`src/include/csr_unit_cfg.svh`:
```
`ifndef CSR_UNIT_CFG_SVH
`define CSR_UNIT_CFG_SVH

// Core geometry.
`define NUM_THREADS 4
`define NUM_WARPS 4
`define CORE_ID 1

`define CSR_NUM_SCRATCH 16 // Writable CSRs from address 0.

// Per-thread identity CSRs.
`define CSR_THREAD_ID 12'h020
`define CSR_WARP_ID 12'h021
`define CSR_GWARP_ID 12'h022
`define CSR_INSTRET 12'hC02 // Retired instruction counter.

// Update ops, numbered like funct3[1:0].
`define CSR_OP_RW 2'd1
`define CSR_OP_RS 2'd2
`define CSR_OP_RC 2'd3

`endif

```
`src/rtl/csr_pkg.sv`:
```
`include "csr_unit_cfg.svh"

package csr_pkg;

	typedef logic [31:0] word_t;
	typedef logic [11:0] csr_addr_t;
	typedef logic [$clog2(`NUM_WARPS)-1:0] warp_num_t;
	typedef logic [`NUM_THREADS-1:0] thread_mask_t;
	typedef logic [4:0] reg_num_t;
	typedef logic [1:0] csr_op_t;

	typedef struct packed {
		thread_mask_t valid; // Zero means no request.
		warp_num_t    warp_num;
		reg_num_t     rd;
		logic         wb;
		logic [2:0]   funct3;
		csr_addr_t    csr_addr;
		word_t        rs1_data;
		logic [4:0]   zimm;
	} csr_req_t;

	typedef struct packed {
		thread_mask_t valid;
		warp_num_t    warp_num;
		reg_num_t     rd;
		logic         wb;
		csr_addr_t    csr_addr;
		csr_op_t      op;
		word_t        mask;
		logic         write_en;
	} csr_cmd_t;

	// Stage 2 carries the read word and the new word instead of the op.
	typedef struct packed {
		thread_mask_t valid;
		warp_num_t    warp_num;
		reg_num_t     rd;
		logic         wb;
		csr_addr_t    csr_addr;
		logic         write_en;
		word_t        rd_word;
		word_t        new_word;
	} csr_s2_t;

	typedef struct packed {
		thread_mask_t                 valid;
		warp_num_t                    warp_num;
		reg_num_t                     rd;
		logic                         wb;
		word_t [`NUM_THREADS-1:0]     result; // One word per thread.
	} csr_wb_t;

endpackage

```
`src/rtl/csr_decode.sv`:
```
`timescale 1ns/1ps
`include "csr_unit_cfg.svh"

module csr_decode (
	input  csr_pkg::csr_req_t req,
	output csr_pkg::csr_cmd_t cmd
);

	import csr_pkg::*;

	csr_op_t op;
	word_t   mask;
	logic    known_op;
	logic    writable;
	logic    mask_zero;

	// funct3[2] picks the immediate form.
	assign mask = req.funct3[2] ? word_t'(req.zimm) : req.rs1_data;
	assign mask_zero = (mask == '0);

	always_comb begin
		known_op = 1'b1;
		case (req.funct3[1:0])
			2'd1: op = `CSR_OP_RW;
			2'd2: op = `CSR_OP_RS;
			2'd3: op = `CSR_OP_RC;
			default: begin
				op = `CSR_OP_RW;
				known_op = 1'b0; // funct3 0 and 4.
			end
		endcase
	end

	// Only the scratch range takes writes.
	assign writable = (req.csr_addr < `CSR_NUM_SCRATCH);

	always_comb begin
		cmd.valid    = req.valid;
		cmd.warp_num = req.warp_num;
		cmd.rd       = req.rd;
		cmd.wb       = req.wb;
		cmd.csr_addr = req.csr_addr;
		cmd.op       = op;
		cmd.mask     = mask;
		cmd.write_en = known_op && writable;
		if (op != `CSR_OP_RW && mask_zero) begin
			cmd.write_en = 1'b0; // Set or clear with nothing to change.
		end
	end

endmodule

```
`src/rtl/csr_execute.sv`:
```
`timescale 1ns/1ps
`include "csr_unit_cfg.svh"

module csr_execute (
	input  logic               clk,
	input  logic               rst_n,
	input  logic               no_slot_csr,
	input  csr_pkg::csr_cmd_t  cmd,
	output csr_pkg::csr_addr_t rd_addr,
	input  csr_pkg::word_t     rd_data,
	output logic               wr_en,
	output csr_pkg::csr_addr_t wr_addr,
	output csr_pkg::word_t     wr_data,
	output csr_pkg::csr_s2_t   s2,
	output logic               stall_gpr_csr
);

	import csr_pkg::*;

	logic    req_present;
	logic    s2_write;
	logic    fwd_hit;
	word_t   cur_word;
	word_t   upd_word;
	csr_s2_t s2_next;

	assign req_present   = |cmd.valid;
	assign stall_gpr_csr = req_present && no_slot_csr;
	assign rd_addr       = cmd.csr_addr;

	// Stage 2 write not yet in the file.
	assign s2_write = (|s2.valid) && s2.write_en;
	assign fwd_hit  = s2_write && (s2.csr_addr == cmd.csr_addr);
	assign cur_word = fwd_hit ? s2.new_word : rd_data;

	always_comb begin
		case (cmd.op)
			`CSR_OP_RS: upd_word = cur_word | cmd.mask;
			`CSR_OP_RC: upd_word = cur_word & ~cmd.mask;
			default:    upd_word = cmd.mask;
		endcase
	end

	always_comb begin
		s2_next.valid    = cmd.valid; // Zero when idle.
		s2_next.warp_num = cmd.warp_num;
		s2_next.rd       = cmd.rd;
		s2_next.wb       = cmd.wb;
		s2_next.csr_addr = cmd.csr_addr;
		s2_next.write_en = cmd.write_en;
		s2_next.rd_word  = cur_word;
		s2_next.new_word = upd_word;
	end

	always_ff @(posedge clk or negedge rst_n) begin
		if (!rst_n) begin
			s2 <= '0;
		end else if (!no_slot_csr) begin
			s2 <= s2_next; // Held while writeback has no slot.
		end
	end

	// Commit as the entry leaves stage 2.
	assign wr_en   = s2_write && !no_slot_csr;
	assign wr_addr = s2.csr_addr;
	assign wr_data = s2.new_word;

endmodule

```
`src/rtl/csr_file.sv`:
```
`timescale 1ns/1ps
`include "csr_unit_cfg.svh"

module csr_file (
	input  logic               clk,
	input  logic               rst_n,
	input  csr_pkg::csr_addr_t rd_addr,
	output csr_pkg::word_t     rd_data,
	input  logic               wr_en,
	input  csr_pkg::csr_addr_t wr_addr,
	input  csr_pkg::word_t     wr_data,
	input  logic               wb_valid
);

	import csr_pkg::*;

	localparam int IDX_W = $clog2(`CSR_NUM_SCRATCH);

	word_t            scratch [`CSR_NUM_SCRATCH];
	word_t            instret;
	logic [IDX_W-1:0] wr_idx;
	logic [IDX_W-1:0] rd_idx;

	assign wr_idx = wr_addr[IDX_W-1:0];
	assign rd_idx = rd_addr[IDX_W-1:0];

	always_ff @(posedge clk or negedge rst_n) begin
		if (!rst_n) begin
			for (int i = 0; i < `CSR_NUM_SCRATCH; i++) begin
				scratch[i] <= '0;
			end
		end else if (wr_en) begin
			scratch[wr_idx] <= wr_data; // Address already checked by decode.
		end
	end

	always_ff @(posedge clk or negedge rst_n) begin
		if (!rst_n) begin
			instret <= '0;
		end else if (wb_valid) begin
			instret <= instret + 1'b1;
		end
	end

	// Read port, zero outside the implemented CSRs.
	always_comb begin
		if (rd_addr < `CSR_NUM_SCRATCH) begin
			rd_data = scratch[rd_idx];
		end else if (rd_addr == `CSR_INSTRET) begin
			rd_data = instret;
		end else begin
			rd_data = '0;
		end
	end

endmodule

```
`src/rtl/csr_result.sv`:
```
`timescale 1ns/1ps
`include "csr_unit_cfg.svh"

module csr_result (
	input  csr_pkg::csr_s2_t s2,
	output csr_pkg::csr_wb_t csr_wb
);

	import csr_pkg::*;

	word_t warp_word;
	word_t gwarp_word;

	assign warp_word  = word_t'(s2.warp_num);
	assign gwarp_word = warp_word + word_t'(`CORE_ID * `NUM_WARPS); // Global warp ID.

	always_comb begin
		csr_wb.valid    = s2.valid;
		csr_wb.warp_num = s2.warp_num;
		csr_wb.rd       = s2.rd;
		csr_wb.wb       = s2.wb;
		for (int t = 0; t < `NUM_THREADS; t++) begin
			case (s2.csr_addr)
				`CSR_THREAD_ID: csr_wb.result[t] = word_t'(t);
				`CSR_WARP_ID:   csr_wb.result[t] = warp_word;
				`CSR_GWARP_ID:  csr_wb.result[t] = gwarp_word;
				default:        csr_wb.result[t] = s2.rd_word; // Same word to all threads.
			endcase
		end
	end

endmodule

```
`src/rtl/csr_unit.sv`:
```
`timescale 1ns/1ps

module csr_unit (
	input  logic              clk,
	input  logic              rst_n,
	input  csr_pkg::csr_req_t req,
	input  logic              no_slot_csr,
	input  logic              wb_valid,
	output csr_pkg::csr_wb_t  csr_wb,
	output logic              stall_gpr_csr
);

	import csr_pkg::*;

	csr_cmd_t  cmd;
	csr_addr_t rd_addr;
	word_t     rd_data;
	logic      wr_en;
	csr_addr_t wr_addr;
	word_t     wr_data;
	csr_s2_t   s2;

	csr_decode i_decode (
		.req (req),
		.cmd (cmd)
	);

	csr_file i_file (
		.clk      (clk),
		.rst_n    (rst_n),
		.rd_addr  (rd_addr),
		.rd_data  (rd_data),
		.wr_en    (wr_en),
		.wr_addr  (wr_addr),
		.wr_data  (wr_data),
		.wb_valid (wb_valid)
	);

	csr_execute i_execute (
		.clk           (clk),
		.rst_n         (rst_n),
		.no_slot_csr   (no_slot_csr),
		.cmd           (cmd),
		.rd_addr       (rd_addr),
		.rd_data       (rd_data),
		.wr_en         (wr_en),
		.wr_addr       (wr_addr),
		.wr_data       (wr_data),
		.s2            (s2),
		.stall_gpr_csr (stall_gpr_csr)
	);

	csr_result i_result (
		.s2     (s2),
		.csr_wb (csr_wb)
	);

endmodule

```
`config.mk`:
```
export PLATFORM = sky130hd
export DESIGN_NAME = csr_unit
export DESIGN_NICKNAME = d
export VERILOG_FILES = /design/src/rtl/csr_pkg.sv /design/src/rtl/csr_decode.sv /design/src/rtl/csr_execute.sv /design/src/rtl/csr_file.sv /design/src/rtl/csr_result.sv /design/src/rtl/csr_unit.sv
export VERILOG_INCLUDE_DIRS = /design/src /design/src/include
export SDC_FILE = /design/constraint.sdc
export NUM_CORES = 1
export LEC_CHECK = 0
export CAP_MARGIN = 40
export CORE_ASPECT_RATIO = 2
export CORE_MARGIN = 3
export CORE_UTILIZATION = 50
export DETAILED_ROUTE_END_ITERATION = 6
export DONT_BUFFER_PORTS = 1
export GPL_TIMING_DRIVEN = 0
export PLACE_DENSITY = 0.68
export SLEW_MARGIN = 20
export SYNTH_ARGS = -nofsm -noshare
export SYNTH_HDL_FRONTEND = slang
export SYNTH_SLANG_ARGS = --single-unit
export TNS_END_PERCENT = 30
```
`constraint.sdc`:
```
create_clock -name clk -period 1.9 [get_ports clk]
set_input_delay 0.095 -clock clk [delete_from_list [all_inputs] [get_ports clk]]
set_output_delay 0.095 -clock clk [all_outputs]
set_load 0.01 [all_outputs]
```
==> results list <==
* Run status: finished, violations left
- The final reports fail on design-rule violations, negative hold slack, negative setup slack.
* Vias in the first global route: 22200
- Number of violations of the max-capacitance limit: 0
- Post-route cell area: approximately 0.037 mm^2
- Kind of critical path: reg -> out
- The synthesized netlist devotes around 6.0% of its cell area to compound gates.
- Of all cell types, the one taking the most synthesized area is dfrtp_1.
* Synthesis Warnings: 0
* Sequential fraction of design power: 49.7%
- Number of enable-type register cells in the synthesized netlist: 0
- Per-cell routed wire length: 29.5 um
- TritonCTS built the clock tree.
- Placed standard-cell area: 0.0323 mm^2
* Xor/xnor share of the synthesized area: about 1.3%
* Register-to-register path setup slack: -0.48 ns
* Filler cell count: 4726
- Setup violations remaining at the end of the flow were counted as 897.
* Number of violations reported at the end of detailed-routing iteration 0: 1638
* Power density over the cells: 754 mW/mm^2
- Unique cell type count in the Yosys netlist: just under 60
- Capturing point of the worst reg2reg path: i_file.scratch[237]
- Design internal power: roughly 21000 uW
* Maximum fanout count along the critical path: 9
- In this run the standard cell core region covers 0.0618 mm^2.
* Combinational fraction of design power: 7.8%
* Slew Limit Fails: 0
- Clock tree synthesis inserted a total of 55 buffers.
* Die outline area: 0.0657 mm^2
- For this run, the register share of the synthesized area comes to 50.7%.
* Final core utilization: around three fifths
- For the final routed database, the setup TNS stands at -262.51 ns.
* Source of the worst register-to-register timing path: i_execute.s2[86]
* Cell with the largest stage delay on the worst path: dfrtp_1
- In the final layout, the multi-input gates occupy 0.0141 mm^2.
- STA classifies the critical path startpoint as a flop.
- Top post-synthesis cells by area: dfrtp_1, mux2_2, mux4_2
- At the later pin of the worst-skew pair, clock insertion delay measures between 0.6 and 0.7 ns.
- Total power: approximately 28000 uW
- The clock net in this run drives a total of 633 sinks.
* Cell family with the largest share of critical-path delay: buffers and inverters
- For the pin with the worst max-slew slack, the measured transition is 1.32 ns.
- The number of antenna violations at the first check in global routing was 7.
- Using the TritonRoute via totals, the vias-per-cell ratio works out to between 6 and 7.
- Wire length of the first global-routing pass: 143000 um
- Clock-pin slew was measured on the worst setup and hold paths at 0.07 ns.
- When the netlist entered floorplanning its net count stood at 2373.
- The portion of synthesized area spent on multiplexers is between 30% and 40%.
- Worst IR Drop VDD: between 0.8 and 0.9 mV
- Global Route Usage Sum: 29.3%
* Hold-fix buffers, CTS: 60
* Critical path origin: i_execute.wr_addr[9]
- Of the total synthesized cell area, the portion taken by full adders, half adders and majority gates is 0.0401%.
* Crit path DAT: 2.45 ns
* Setup slack of the critical path after layout: -0.643 ns
- Initial core utilization: 50.5%
- H-Tree Level Count: 2
- Setup repair after global routing could not meet its margin everywhere.
* Proportion of power drawn by the clock network: 42.5%
- Combinational family with the most area after synthesis: multiplexers
- Synthesized cell area: 0.0312 mm^2
- Area share of the largest cell type after synthesis: 50.7%
* Final period util: 134%
- The cell that appears most often on the critical path is buf_6.
- FF+latch area: 0.0158 mm^2
- After synthesis the netlist holds a flip-flop and latch count of 633.
- The floorplan has about 130 rows.
* Most used DFF post-synth: dfrtp_1
- In this run the vertical extent of the chip is about 360 um.
- Input/output buffers: 0
- Global route total overflow: 0
* Most frequently used cell type in the post-synthesis netlist: dfrtp_1
- Fmax achieved: 0.393 GHz
- Counting buffers and inverters, the worst setup path is 7 cells deep.
- Counting cells, the worst reg-to-reg path comes to 8.
- Max clock buf depth: 3
- Static leakage: 0.0173 uW
- Net switching is 24.6% of the power.
- The detail route stage leaves a number of antenna-violating nets equal to 0.
- Entering global routing, the biggest net connects 634 pins.
- Last element of the critical path: csr_wb[64]
- The tree is rooted in a clkbuf_16.
* Per-instance average area after synthesis: 13.6 um^2
- Buffers plus inverters on the worst setup path: 4
- Detailed placement finished with a half-perimeter wire length of 67000 um.
* Horizontal die dimension: 183 um
- Data required, critical path: 1.80 ns
- Hold timing on the final database bottoms out at a slack of -0.830 ns.
* Worst hold path class: in -> async
- Synthesis handed over a netlist of between 2000 and 2500 instances.
* Fin crit period: 2.54 ns
- CP Cell Sequence: nor4b_4 > buf_4 > nand4_1 > buf_6 > a222oi_1 > inv_1 > buf_6
* Basic-gate share of the synthesized area counting and, or, nand and nor cells: approximately 5.5%
- The post-route netlist has 43.7% of its cells at a drive strength greater than 1.
* Net switching power figure: 6870 uW
- The congestion estimate from routability-driven global placement came to 0.949.
- Ys async rst share: between 90% and 100%
- DRC Markers: 2
* I/O pin count: about 210
- Endpoint kind of the worst setup timing path: output pin
- The number of endpoints with negative hold slack in the final report was 195.
- Measured against its own limit, the worst slew margin works out to 11.7%.
- Counting instances in the post-synthesis netlist gives the leading cell types as dfrtp_1, mux2_2, mux4_2.
- Final routed wirelength across all metal layers: 98300 um
- Across the routed clock network, the largest skew measured is 0.0174 ns.
- The routed layout has 20800 vias.
- Highest cell delay on the worst timing path: 0.42 ns
* Area added between synthesis and finish: 18.7%
* DRT Pass-1 Iters: 7
- Number of nets in the finished design: ~2600
## stage by stage
| step | instances | worst slack [ns] |
|---|---|---|
| global route | 3331 | -0.765 |
| floorplan | 2304 | 0.00190 |
| finish | 3334 | -0.643 |
| detailed placement | 3095 | -1.09 |
| CTS | 3283 | -0.643 |
| global placement | 3090 | -1.03 |
## power groups by stage
stage	Sequential [uW]	Combinational (uW)	Clock, uW
6_report	13900	2190	11900
3_3_place_gp	14100	1610	0
3_5_place_dp	14100	1660	0
4_1_cts	13900	1840	12000
5_1_grt	13900	2360	12500
2_1_floorplan	14100	1160	0
## registers in the layout, summed over array words and instances, names as in the netlist
register,cells
i_execute.s2,45
i_execute.wr_addr,12
i_execute.wr_data,32
i_file.instret,32
i_file.scratch,512
## layer usage
metal	track usage, %	vias to the layer above	wire length (um)
li1	-	8691	-
met1	32.2	10900	33200
met2	51.0	889	50700
met3	5.05	325	6300
met4	20.0	4	8020
met5	0	-	27
## kinds of logic after synthesis
family	count (synthesis)
DFF	633
adders and majority gates	1
buffers and inverters	328
muxes	733
and+or+nand+nor	332
xor gates and xnor gates	43
AOI/OAI and AO/OA	234
## layout make-up
class                   instances  share of cell area (%)
flip-flops and latches        633                    42.7
inverters                      10                   0.101
multi-input cells            1343                    38.0
clock buffers                  81                    4.33
well taps                     786                    2.65
plain buffers                 318                    7.22
clock inverters                19                   0.709
repair buffers                138                    4.25
diodes                          6                  0.0405
## repair_timing
item | in CTS | in global routing
endpoints found under the hold margin | 694 | 195
setup endpoints to repair | 722 | 922
resized for setup | 187 | 265
cloned | 6 | 5
buffers inserted | 22 | 35
pin swaps | 14 | 19
## worst min-delay path by stage
| stage | start | endpoint | slack [ns] |
|---|---|---|---|
| 6_report | rst_n | i_file.scratch[168] | -0.83 |
| 5_1_grt | rst_n | i_file.scratch[168] | -0.84 |
| 4_1_cts | rst_n | i_file.scratch[299] | -0.83 |
| 3_5_place_dp | rst_n | i_file.scratch[422] | -0.17 |
| 3_3_place_gp | rst_n | i_file.scratch[422] | -0.18 |
| 2_1_floorplan | rst_n | i_execute.s2[32] | -0.20 |
## worst register-to-register path, delay by kind of cell (launching register included)
family | cells | cell delay (ns)
buffers and inverters | 4 | 0.81
flip-flops | 1 | 0.42
AO/OA/AOI/OAI | 1 | 0.37
multiplexers | 1 | 0.40
AND/OR/NAND/NOR | 2 | 0.26
## cell usage in the layout, fill, tap and decap left out, types with 17 or more instances in the layout
cell,synthesis,final
a2111oi_4,10,17
a211oi_1,31,31
a22oi_1,30,30
and2_4,0,29
buf_1,38,37
buf_12,0,31
buf_2,84,38
buf_4,113,62
buf_6,8,128
clkbuf_1,75,84
clkbuf_16,0,61
dfrtp_1,633,632
dlygate4sd3_1,0,60
mux2_1,55,37
mux2_2,485,479
mux2_4,0,24
mux2i_1,67,67
mux4_2,126,126
nand2_1,57,50
nand4_1,22,22
nor2_1,113,105
nor2b_1,29,29
o21ai_0,46,41
o21ai_1,63,67
xnor2_1,29,25
Note: power is estimated with default switching activity, not from simulation.
